--- config.mk ---
export PLATFORM = sky130hd
export DESIGN_NAME = dma_fill
export DESIGN_NICKNAME = d
export VERILOG_FILES = /design/src/map_pkg.sv /design/src/bus_pkg.sv /design/src/dma_fill.sv
export SDC_FILE = /design/constraint.sdc
export NUM_CORES = 1
export LEC_CHECK = 0
export BUFFER_PORTS_ARGS = -buffer_cell sky130_fd_sc_hd__buf_2
export CAP_MARGIN = 40
export CORE_MARGIN = 2
export CORE_UTILIZATION = 53
export CTS_CLUSTER_DIAMETER = 120
export CTS_CLUSTER_SIZE = 14
export DETAILED_ROUTE_END_ITERATION = 10
export PLACE_DENSITY = 0.94
export SLEW_MARGIN = 20
export SYNTH_ARGS = -nofsm -noshare
export SYNTH_HDL_FRONTEND = slang
export SYNTH_SLANG_ARGS = --single-unit
--- constraint.sdc ---
create_clock -name clk -period 3.2 [get_ports clk]
set_input_delay 0.32 -clock clk [delete_from_list [all_inputs] [get_ports clk]]
set_output_delay 0.32 -clock clk [all_outputs]
set_load 0.005 [all_outputs]
--- src/map_pkg.sv ---
//*********************************************************************
// Memory map package
// region codes, flash timing and contents, video register count,
// DMA state encoding
//*********************************************************************
package map_pkg;

    // region code is byte address bits 15:14
    typedef logic [1:0] region_t;

    // ram spans codes 0 and 1, only the top bit is decoded
    localparam region_t region_ram   = 2'd0;
    localparam region_t region_flash = 2'd2;
    // io: bit 13 clear is video, set is pad
    localparam region_t region_io    = 2'd3;

    // flash enable to flash ready, in cycles
    localparam int flash_wait  = 3;
    localparam int flash_cnt_w = $clog2(flash_wait + 1);
    localparam logic [31:0] flash_pattern = 32'hA5A5_0000;

    localparam int vdp_reg_count = 4;
    localparam int vdp_sel_w     = $clog2(vdp_reg_count);

    typedef enum logic {
        dma_idle,
        dma_run
    } dma_state_t;

endpackage

--- src/bus_pkg.sv ---
//*********************************************************************
// Bus package
// widths and vector types shared by the CPU, RAM and DMA buses
//*********************************************************************
package bus_pkg;

    // cpu side
    localparam int cpu_addr_w = 16;
    localparam int data_w     = 32;
    localparam int wstrb_w    = data_w / 8;

    // ram is word addressed, byte address bits 15:2
    localparam int ram_addr_w = cpu_addr_w - 2;
    localparam int ram_words  = 1 << ram_addr_w;

    // peripherals
    localparam int vdp_data_w = 16;
    localparam int pad_w      = 2;

    // dma word count
    localparam int dma_len_w  = 8;

    typedef logic [cpu_addr_w-1:0] cpu_addr_t;
    typedef logic [ram_addr_w-1:0] ram_addr_t;
    typedef logic [data_w-1:0]     data_t;
    typedef logic [wstrb_w-1:0]    wstrb_t;
    typedef logic [vdp_data_w-1:0] vdp_data_t;
    typedef logic [pad_w-1:0]      pad_t;
    typedef logic [dma_len_w-1:0]  dma_len_t;

endpackage
--- src/dma_fill.sv ---
//*********************************************************************
// DMA fill engine
// writes a run of counting words into RAM, one word per cycle,
// holding busy for the length of the run
//*********************************************************************
`timescale 1ns/1ps

module dma_fill (
    input  logic               clk,
    input  logic               arst_n,
    input  logic               start,
    input  bus_pkg::ram_addr_t dest,
    input  bus_pkg::dma_len_t  len,
    input  bus_pkg::data_t     seed,
    output logic               busy,
    output bus_pkg::ram_addr_t address,
    output bus_pkg::wstrb_t    wstrb,
    output bus_pkg::data_t     write_data
);
    import bus_pkg::*;
    import map_pkg::*;

    dma_state_t state;
    dma_len_t   remaining;
    ram_addr_t  addr_q;
    data_t      data_q;

    always_ff @(posedge clk or negedge arst_n) begin
        if (!arst_n) begin
            state     <= dma_idle;
            remaining <= '0;
        end else begin
            case (state)
                dma_idle: begin
                    // zero length never leaves idle
                    if (start && (len != '0)) begin
                        state     <= dma_run;
                        remaining <= len;
                    end
                end
                dma_run: begin
                    remaining <= remaining - 1'b1;
                    if (remaining == dma_len_t'(1)) begin
                        state <= dma_idle;
                    end
                end
                default: state <= dma_idle;
            endcase
        end
    end

    // counters track the word written this cycle
    always_ff @(posedge clk) begin
        if (state == dma_idle) begin
            addr_q <= dest;
            data_q <= seed;
        end else begin
            addr_q <= addr_q + 1'b1;
            data_q <= data_q + 1'b1;
        end
    end

    assign busy       = (state == dma_run);
    assign address    = addr_q;
    assign write_data = data_q;
    // full words only
    assign wstrb      = busy ? '1 : '0;

endmodule

Word-level counts from Yosys, hierarchy flattened
Cells that the tools add are included.
- memory bits (writable): 0
- input bits: 57
- output and inout port bits: 51
- bits in read-only memories: 0
- latch bits: 0
- memories: 0
- register bits after elaboration: 55
- word-level logic and storage cells: 20
- $lt $le $gt $ge: 0
- bitwise operators: 1
- equal/unequal tests: 2
- div/mod/pow operators: 0
- shifts and indexed selects: 0
- $mul: 0
- muxes and demuxes: 8
- $add $sub $neg: 3
- reduce and logical (&&, ||, !) cells: 2
- operators by type and width (operator ; count):
    32-bit by 1-bit adder with 32-bit output (second input constant) ; 1
    32-bit 2-to-1 mux ; 1
    8-bit case mux with 2 select lines ; 1
    14-bit by 1-bit adder with 14-bit output (second input constant) ; 1
    14-bit 2-to-1 mux ; 1
    8-bit by 1-bit equality test with 1-bit output (second input constant) ; 1
    8-bit 2-to-1 mux ; 1
    8-bit nonzero test ; 1
    8-bit by 1-bit subtractor with 8-bit output (second input constant) ; 1
    4-bit 2-to-1 mux ; 1
    1-bit 2-to-1 mux ; 2
    2-bit inequality test (second input constant) ; 1
    1-bit case mux with 2 select lines ; 1
    1-bit logical AND ; 1
    1-bit inverter ; 1

Depth between registers and ports, before layout
Gate-level depths: netlist (run 1).
- word-level depth: 4
- depth in mapped cells: 6
- mapped depth without buffers: 6

Least setup slack after synthesis (run 1)
OpenSTA, ideal clock, no wires.
- path type: reg-to-reg
- from: register data_q[0], in the netlist write_data[0]
- to: register data_q[28], in the netlist write_data[28]
- period minus slack after synthesis: 2.012 ns
- buffers on the path: 1
- arrival: 1.938 ns
- library setup time: 0.074 ns
- data required time: 3.126 ns
- slack: 1.188 ns
- cell stages (with the launch flop): 7
- path through: dfxtp_1 > ha_1 > nand4_1 > or4_1 > clkbuf_1 > or4_1 > a31oi_1
- word-level cells in the longest chain between the ends: 2
- RTL lines (item ; line ; text):
    start, declared ; dma_fill.sv:26 ; data_t data_q;
    start signal, assigned ; dma_fill.sv:59 ; data_q <= data_q + 1'b1;
    32-bit by 1-bit adder with 32-bit output ; dma_fill.sv:59 ;
    32-bit 2-to-1 mux ; dma_fill.sv:54 ; if (state == dma_idle) begin
No other way between the ends.
A chain may end at the register's enable or synchronous reset.

Worst setup path in the final report (run 1)
- from: register data_q[0], in the netlist write_data[0]
- to: register data_q[24], in the netlist write_data[24]
Same word-level chain as after synthesis.

==> flow_summary.json, run 1 <==
{
  "endpoint_kind": "register",
  "post_cts_resized": 0,
  "ys_seq_area_frac": 0.401,
  "first_global_vias": 2632,
  "clkTransAtPathRegs_ns": 0.10,
  "final_hold_viol_count": 0,
  "synth_seq_cells": 55,
  "grt_first_pass_wirelength_mm": 11.3,
  "maxCapViolations": 0,
  "rows": 26,
  "fp.dieArea_um2": 6000,
  "synthFlopType": "dfxtp_1",
  "area.growth.synth_to_final_pct": 23.3,
  "wl_per_cell_um": 13.5,
  "die_y_um": 77.5,
  "avgSynthCellArea_um2": 8.13,
  "core_um2": 5170,
  "cts_tree": "yes",
  "place_congestion": 0.885,
  "fmax_mhz": 445,
  "worst_setup_path_start_kind": "register",
  "viasPerCell": 5.69,
  "nFillCells": 458,
  "yosysTopAreaCell": "dfxtp_1",
  "syn-num-nets": 413,
  "drtIter0Drc": 152,
  "timing.rr.end": "write_data[24]",
  "netlist_instances": 352,
  "antenna_left": 0,
  "status": "completed",
  "cp.required_ns": 3.43,
  "async_reset_ff_frac": 0.164,
  "finalClockSkew_ns": 0.0105,
  "drc_errors": 0,
  "fin_nets": 508,
  "period_minus_slack_ns": 2.25,
  "min_to": "address[0]",
  "antennaDiodeCount": 0,
  "yosysTopAreaCellShare": 0.322,
  "slew_headroom": 0.582,
  "synth_edf_count": 0,
  "dr.pass1.iters": 4,
  "r2r-start": "write_data[0]",
  "rsz0062_at_grt": "no",
  "synthTopCellsByCount": "48 x nor2_1, 46 x dfxtp_1, 28 x a21oi_1",
  "vdd_drop_max_uv": 562,
  "worstMarginPinSlew_ns": 0.622,
  "hpwlAfterDp_mm": 5.31,
  "clk_path_buf_depth": 2,
  "r2r_cells": 5,
  "vias": 2949,
  "clk-insertion-delay-late_ns": 0.30,
  "setup_ws_ns": 0.953,
  "power.density_nw_per_um2": 930,
  "syn_area_um2": 2860,
  "cts.sinks": 55,
  "yosysMostFrequentCell": "nor2_1",
  "regToRegSetupSlack_ns": 0.95,
  "finalSetupViolCount": 0,
  "min_from": "dest[0]",
  "totalWireLength_mm": 7.01,
  "drv_slew": 0,
  "critPathMaxFanout": 10,
  "grt_overflow": 0,
  "io_pins": 108,
  "yosysUniqueCellTypes": 40,
  "setup_tns_ns": 0,
  "cts-root-buf": "clkbuf_8",
  "io_buffers": 107,
  "die_x_um": 77.5,
  "grt_max_degree": 70,
  "synth_area_leaders": "dfxtp_1 32%, dfrtp_1 7.9%, nor2_1 6.3%, xnor2_1 5.5%, a21oi_1 4.9%",
  "yosysWarnings": 0,
  "numCtsBuffers": 5,
  "grt.total_usage": 0.227,
  "dpl_worst_slack_ns": 0.970,
  "holdPathStages": 3,
  "layout-drive-gt1-share": 0.277,
  "p_leak_nw": 1.49,
  "utilization": 0.682,
  "start_util": 0.553,
  "layout_worst_path_cycle_share": 0.702,
  "hp-class": "input port to register",
  "antenna_found_initial": 1,
  "cts.htree.levels": 2,
  "worst_ep_arrival_time_ns": 2.48,
  "path_class": "register to register",
  "p_total_mw": 3.28
}
## critical path: stages (launching register included)
cell,delay (ns)
dfxtp_1,0.42
ha_1,0.24
nand4_1,0.28
or4_1,0.64
or4_1,0.44
a31oi_1,0.18
## how the worst max path moves through the flow
stage / start / end / slack [ns] / cells past startpoint
finish: write_data[0] / write_data[24] / 0.95 / 5
CTS: write_data[0] / write_data[24] / 0.95 / 5
global placement: write_data[0] / write_data[22] / 1.08 / 5
global route: write_data[0] / write_data[28] / 0.83 / 5
floorplan: write_data[0] / write_data[28] / 1.19 / 6
detailed placement: write_data[0] / write_data[24] / 0.97 / 5
## cell families after synthesis
family / count (synthesis) / synth area share
AOI/OAI and AO/OA: 83 / 0.177
xor gates and xnor gates: 26 / 0.0796
adders and majority gates: 4 / 0.0175
buffers and inverters: 34 / 0.0507
DFF: 55 / 0.401
muxes: 4 / 0.0149
and+or+nand+nor: 146 / 0.260
## timing repair
item / CTS / global route
endpoints found under the hold margin: 9 / 0
hold buffers: 1 / 0
buffers inserted: 0 / 0
## placed cells by master, fill, tap and decap left out, types with 2 or more instances in the layout
master and n:
buf_2 107, nor2_1 48, dfxtp_1 46, a21oi_1 28, nand2_1 19, a31oi_1 19, xnor2_1 18, nand3_1 17
o21ai_0 15, or4_1 15, inv_1 12, or3_1 11, o31ai_1 10, nand4_1 9, nor3_1 8, xor2_1 8
dfrtp_1 8, clkbuf_8 6, nor4_1 5, and3_1 5, ha_1 4, mux2_2 2, or2_2 2, a221o_1 2
and2_1 2, a211oi_1 2, mux2i_1 2, o211a_1 2, buf_4 2
## power by group
| part | leakage [nW] | total [mW] | switching, mW | internal, mW |
|---|---|---|---|---|
| sequential | 0.492 | 1.52 | 0.460 | 1.06 |
| combinational | 0.940 | 1.29 | 0.614 | 0.674 |
| clock | 0.0612 | 0.471 | 0.218 | 0.254 |
## metal layers
layer | track usage | wire length [um]
met1 | 0.284 | 3040
met2 | 0.387 | 3390
met3 | 0.0477 | 410
met4 | 0.0821 | 152
met5 | 0 | 13
## registers in the layout, summed over array words and instances (netlist names)
register,cells
busy,1
remaining,8
address,14
write_data,32
## final cells by class
cell class,instances,area (um^2),area share
Tap cell,70,87.6,0.0248
Inverter,12,45.0,0.0128
Clock inverter,2,35.0,0.00993
Sequential cell,55,1150,0.325
Timing Repair Buffer,110,561,0.159
Multi-Input combinational cell,263,1570,0.445
Clock buffer,6,82.6,0.0234
## per-stage QoR
stage / area [um^2] / hold slack [ns] / cells
6_report: 3530 / 0.224 / 518
2_1_floorplan: 2860 / 0.0244 / 352
5_1_grt: 3530 / 0.212 / 518
3_5_place_dp: 3400 / 0.182 / 509
4_1_cts: 3530 / 0.216 / 518
3_3_place_gp: 3400 / 0.184 / 509
No activity file was read; power rests on OpenSTA's default activity.
==> run 2, diff against run 1 <==
--- a/config.mk
+++ b/config.mk
@@ -5,14 +5,15 @@
 export SDC_FILE = /design/constraint.sdc
 export NUM_CORES = 1
 export LEC_CHECK = 0
+export ABC_AREA = 1
 export BUFFER_PORTS_ARGS = -buffer_cell sky130_fd_sc_hd__buf_2
 export CAP_MARGIN = 40
 export CORE_MARGIN = 2
-export CORE_UTILIZATION = 53
+export CORE_UTILIZATION = 51
 export CTS_CLUSTER_DIAMETER = 120
 export CTS_CLUSTER_SIZE = 14
 export DETAILED_ROUTE_END_ITERATION = 10
-export PLACE_DENSITY = 0.94
+export PLACE_DENSITY = 0.89
 export SLEW_MARGIN = 20
 export SYNTH_ARGS = -nofsm -noshare
 export SYNTH_HDL_FRONTEND = slang
==> constraint.sdc (replaced) <==
create_clock -name clk -period 2.2 [get_ports clk]
set_input_delay 0.22 -clock clk [delete_from_list [all_inputs] [get_ports clk]]
set_output_delay 0.22 -clock clk [all_outputs]
set_load 0.005 [all_outputs]
==> flow_summary.json, run 2 <==
{
  "finalSetupViolCount": 0,
  "rows": 29,
  "multiInputGateArea_um2": 1870,
  "numCtsBuffers": 5,
  "p_leak_nw": 2.03,
  "maxCapViolations": 0,
  "yosysTopAreaCell": "dfxtp_1",
  "first_global_vias": 3353,
  "met1_length_mm": 3.89,
  "async_reset_ff_frac": 0.164,
  "seqCellArea_um2": 1150,
  "vias": 3559,
  "layout-drive-gt1-share": 0.212,
  "dr_wl_met2_mm": 4.19,
  "antenna_left": 0,
  "core_um2": 6280,
  "clkTransAtPathRegs_ns": 0.10,
  "ys_seq_area_frac": 0.350,
  "cts-root-buf": "clkbuf_8",
  "die_x_um": 84.1,
  "vdd_drop_max_uv": 694,
  "rsz0062_at_grt": "no",
  "drv_slew": 0,
  "synth_seq_cells": 55,
  "fp.dieArea_um2": 7080,
  "grt_first_pass_wirelength_mm": 14.5,
  "clk_path_buf_depth": 2,
  "start_util": 0.522,
  "io_pins": 108,
  "drc_errors": 0,
  "area.growth.synth_to_final_pct": 21.2,
  "dr.pass1.iters": 5,
  "worstMarginPinSlew_ns": 0.482,
  "syn_area_um2": 3270,
  "hp-class": "input port to register",
  "grt_overflow": 0,
  "finalClockSkew_ns": 0.00570,
  "viasPerCell": 5.06,
  "worst_ep_arrival_time_ns": 1.34,
  "io_buffers": 107,
  "max_stage_delay_ns": 0.44,
  "grt.total_usage": 0.248,
  "met3_length_um": 642,
  "avgSynthCellArea_um2": 6.25,
  "critPathMaxFanout": 47,
  "yosysMostFrequentCell": "nand2_1",
  "cp.required_ns": 1.98,
  "period_minus_slack_ns": 1.56,
  "antennaDiodeCount": 0,
  "synthFlopType": "dfxtp_1",
  "die_y_um": 84.1,
  "postCtsSetupRepairBufs": 0,
  "layout_worst_path_cycle_share": 0.709,
  "grt_max_degree": 48,
  "fmax_mhz": 641,
  "status": "completed",
  "largest_reg_flops": 32,
  "setup_tns_ns": 0,
  "path_class": "register to output port",
  "yosysTopAreaCellShare": 0.281,
  "fin_nets": 687,
  "endpoint_kind": "output port",
  "cts_tree": "yes",
  "yosysUniqueCellTypes": 30,
  "clk-insertion-delay-late_ns": 0.31,
  "wl_per_cell_um": 12.6,
  "hpwlAfterDp_mm": 6.79,
  "synthTopCellsByCount": "220 x nand2_1, 60 x nor2_1, 46 x dfxtp_1",
  "post_cts_resized": 0,
  "cts.htree.levels": 2,
  "place_congestion": 0.972,
  "slew_headroom": 0.678,
  "worst_setup_path_start_kind": "register",
  "yosysWarnings": 0,
  "syn-num-nets": 585,
  "drtIter0Drc": 268,
  "worstPathCellList": "buf_4 > buf_2",
  "antenna_found_initial": 0,
  "timing.hold.ws_ns": 0.0893,
  "totalWireLength_mm": 8.84,
  "synth_edf_count": 0,
  "power.density_nw_per_um2": 1260,
  "nFillCells": 596,
  "final_cell_mix": "220 x nand2_1, 107 x buf_2, 60 x nor2_1, 46 x dfxtp_1, 44 x inv_1",
  "synth_area_leaders": "dfxtp_1 28%, nand2_1 25%, dfrtp_1 6.9%, nor2_1 6.9%, nand3_1 5.8%",
  "cp_slowest_cell": "buf_4",
  "final_hold_viol_count": 0,
  "top_layer_used": "met4",
  "final_common_cell": "nand2_1",
  "cts.sinks": 55,
  "netlist_instances": 524
}
==> run 2: logic make-up (layout without fill, tap and decap cells) <==
kind of cell / count (synthesis) / after routing / share of synthesized area
buffers and inverters: 61 / 164 / 0.0776
xor gates and xnor gates: 18 / 18 / 0.0481
DFF: 55 / 55 / 0.350
AOI/OAI and AO/OA: 39 / 39 / 0.0646
adders and majority gates: 4 / 4 / 0.0153
and+or+nand+nor: 347 / 347 / 0.444
==> run 2: worst max-delay path: cells and delay by family (launching register included) <==
kind,cells,cell delay (ns)
buffers and inverters,2,0.65
flip-flops,1,0.38
==> run 2: timing repair <==
item,in CTS,in global routing
endpoints found under the hold margin,9,0
hold buffers,1,0
endpoints found under the setup margin,0,0
==> run 2: cell type report <==
class	instances	share of cell area
inverters	45	0.0426
clock inverters	3	0.0117
multi-input cells	408	0.472
flip-flops and latches	55	0.289
clock buffers	5	0.0173
well taps	77	0.0243
repair buffers	111	0.143
==> run 2: per-stage QoR <==
| stage | utilization | std cells | instance area, um^2 | power, mW | setup WS [ns] |
|---|---|---|---|---|---|
| 3_3_place_gp | 0.612 | 695 | 3840 | 4.18 | 0.756 |
| 5_1_grt | 0.632 | 704 | 3970 | 5.41 | 0.503 |
| 2_1_floorplan | - | 524 | 3270 | 3.41 | 0.859 |
| 3_5_place_dp | 0.612 | 695 | 3840 | 4.28 | 0.700 |
| 4_1_cts | 0.632 | 704 | 3970 | 4.98 | 0.632 |
| 6_report | 0.632 | 704 | 3970 | 4.98 | 0.640 |
==> run 2: worst paths after layout <==
check | cells after the start | to | slack, ns | startpoint
hold reg to reg | 1 | write_data[0] | 0.52 | write_data[0]
setup / recovery | 2 | wstrb[0] | 0.64 | busy
setup reg to reg | 8 | write_data[16] | 0.67 | write_data[0]
max in group asynchronous | 2 | remaining[5] | 1.73 | arst_n
hold / removal | 3 | address[13] | 0.09 | dest[13]
min in group asynchronous | 2 | remaining[0] | 0.28 | arst_n
==> run 2: report_power, final <==
group / total (mW) / leakage (nW) / internal (mW) / switching, mW
sequential: 2.12 / 0.491 / 1.53 / 0.589
combinational: 2.17 / 1.48 / 0.923 / 1.25
clock: 0.691 / 0.0548 / 0.343 / 0.348
total: 4.98 / 2.03 / 2.80 / 2.18
==> run 2: metal layers <==
metal	vias to the layer above	GRT usage
met2	138	0.429
met4	0	0.0645
li1	1839	-
met1	1572	0.317
met5	-	0
met3	10	0.0475
==> run 3, diff against run 2 <==
--- a/config.mk
+++ b/config.mk
@@ -9,11 +9,11 @@
 export BUFFER_PORTS_ARGS = -buffer_cell sky130_fd_sc_hd__buf_2
 export CAP_MARGIN = 40
 export CORE_MARGIN = 2
-export CORE_UTILIZATION = 51
+export CORE_UTILIZATION = 46
 export CTS_CLUSTER_DIAMETER = 120
 export CTS_CLUSTER_SIZE = 14
 export DETAILED_ROUTE_END_ITERATION = 10
-export PLACE_DENSITY = 0.89
+export PLACE_DENSITY = 0.86
 export SLEW_MARGIN = 20
 export SYNTH_ARGS = -nofsm -noshare
 export SYNTH_HDL_FRONTEND = slang
==> constraint.sdc (replaced) <==
create_clock -name clk -period 1.3 [get_ports clk]
set_input_delay 0.13 -clock clk [delete_from_list [all_inputs] [get_ports clk]]
set_output_delay 0.13 -clock clk [all_outputs]
set_load 0.005 [all_outputs]
==> flow_summary.json, run 3 (same netlist as run 2, synthesis figures left out) <==
{
  "status": "complete, but fails checks",
  "violations": "negative hold slack, negative setup slack",
  "slew_headroom": 0.742,
  "io_buffers": 107,
  "final_common_cell": "nand2_1",
  "dp.cells": 755,
  "worstMarginPinSlew_ns": 0.385,
  "worst_ep_arrival_time_ns": 1.66,
  "antenna_left": 0,
  "cts.sinks": 55,
  "switching_power_mw": 4.76,
  "first_global_vias": 3611,
  "largest_reg_flops": 32,
  "grt_overflow": 0,
  "p_seq_frac": 0.364,
  "area.growth.synth_to_final_pct": 52.7,
  "power.density_nw_per_um2": 2140,
  "worst_setup_path_start_kind": "register",
  "core_um2": 6830,
  "r2r_cells": 9,
  "finalNonFillerCells": 790,
  "cp.required_ns": 1.53,
  "rsz0062_at_grt": "yes",
  "fin_nets": 754,
  "cts-root-buf": "clkbuf_8",
  "dr.pass1.iters": 6,
  "dpl_worst_slack_ns": -0.137,
  "regToRegSetupSlack_ns": -0.13,
  "clkTransAtPathRegs_ns": 0.12,
  "endpoint_kind": "register",
  "clk-insertion-delay-late_ns": 0.33,
  "layout_worst_path_cycle_share": 1.10,
  "grt.total_usage": 0.259,
  "finalClockSkew_ns": 0.0133,
  "switching_share": 0.445,
  "hp-class": "input port to register",
  "p_leak_nw": 2.45,
  "finalSetupViolCount": 18,
  "viasPerCell": 5.28,
  "internal-power_mw": 5.94,
  "critPathMaxFanout": 4,
  "maxCapViolations": 0,
  "start_util": 0.479,
  "antenna_found_initial": 0,
  "worstSetupEndpoint": "write_data[31]",
  "timing.hold.ws_ns": -0.00924,
  "grt_max_degree": 48,
  "rows": 30,
  "die_y_um": 88.4,
  "timing.rr.end": "write_data[31]",
  "period_minus_slack_ns": 1.43,
  "drtIter0Drc": 421,
  "setup_ws_ns": -0.129,
  "drv_slew": 0,
  "cts.htree.levels": 2,
  "vias": 4175,
  "p_clk_frac": 0.110,
  "io_pins": 108,
  "wl_per_cell_um": 15.2,
  "fmax_mhz": 700,
  "postPlaceCellArea_um2": 4190,
  "hpwlAfterDp_mm": 7.18,
  "clk_path_buf_depth": 2,
  "final_hold_viol_count": 2,
  "p_comb_frac": 0.526,
  "antennaDiodeCount": 0,
  "crit_path_start": "write_data[26]",
  "final_cell_mix": "197 x nand2_1, 107 x buf_2, 51 x buf_4, 38 x inv_1, 33 x nand3_1",
  "drc_errors": 0,
  "cts_tree": "yes",
  "totalWireLength_mm": 12.0,
  "layout-drive-gt1-share": 0.414,
  "path_class": "register to register",
  "fp.dieArea_um2": 7810,
  "place_congestion": 0.947,
  "die_x_um": 88.4,
  "vdd_drop_max_uv": 1240,
  "stdcell_area_um2": 5000,
  "grt_first_pass_wirelength_mm": 16.1,
  "r2r-start": "write_data[26]",
  "numCtsBuffers": 5
}
run 3: worst min-delay path by stage:
stage,start,end,depth (start not counted)
finish,dest[11],address[11],3
floorplan,arst_n,busy,0
global placement,arst_n,remaining[3],1
detailed placement,arst_n,remaining[3],1
global route,seed[24],write_data[24],3
CTS,dest[11],address[11],3
run 3: what timing repair did:
item / 4_1_cts / 5_1_grt
pin swaps: 7 / 41
gates cloned: 0 / 1
endpoints found under the setup margin: 20 / 44
hold endpoints to repair: 23 / 1
buffers inserted: 2 / 8
hold buffers: 15 / 1
gates resized for setup: 27 / 131
run 3: final cells by class:
class / count / area (um^2)
clock buffers: 6 / 93.8
clock inverters: 2 / 20.0
fillers: 480 / 1830
inverters: 45 / 173
multi-input cells: 408 / 2230
flip-flops and latches: 55 / 1220
well taps: 96 / 120
repair buffers: 178 / 1150
run 3: per-stage QoR:
step | setup TNS, ns | utilization | total power [mW]
3_5_place_dp | -0.623 | 0.614 | 8.00
5_1_grt | -3.06 | 0.732 | 11.5
6_report | -0.939 | 0.732 | 10.7
2_1_floorplan | 0 | - | 5.78
4_1_cts | -0.277 | 0.665 | 9.40
3_3_place_gp | -0.307 | 0.614 | 7.83
run 3: critical path, stage by stage, from the launching register on:
cell and delay [ns]:
dfxtp_1 0.44, nand2_1 0.14, nor2_1 0.23, nand2_1 0.13, nor2_2 0.14, nand2_1 0.08, nand2_1 0.06, nand2_1 0.04
nand2_1 0.05, nand2_1 0.04
run 3: power by group through the flow:
stage / Sequential [mW] / Combinational [mW] / Clock (mW)
floorplan: 3.47 / 2.31 / 0
global placement: 3.42 / 4.42 / 0
detailed placement: 3.45 / 4.55 / 0
CTS: 3.48 / 4.75 / 1.17
global route: 4.00 / 6.24 / 1.25
finish: 3.90 / 5.62 / 1.17
run 3: per-layer routing:
layer / vias up / track usage / wire length (um)
met4: 0 / 0.0799 / 491
met3: 61 / 0.0392 / 1020
met2: 282 / 0.446 / 5740
met1: 1857 / 0.334 / 4740
met5: - / 0 / 0
li1: 1975 / - / -
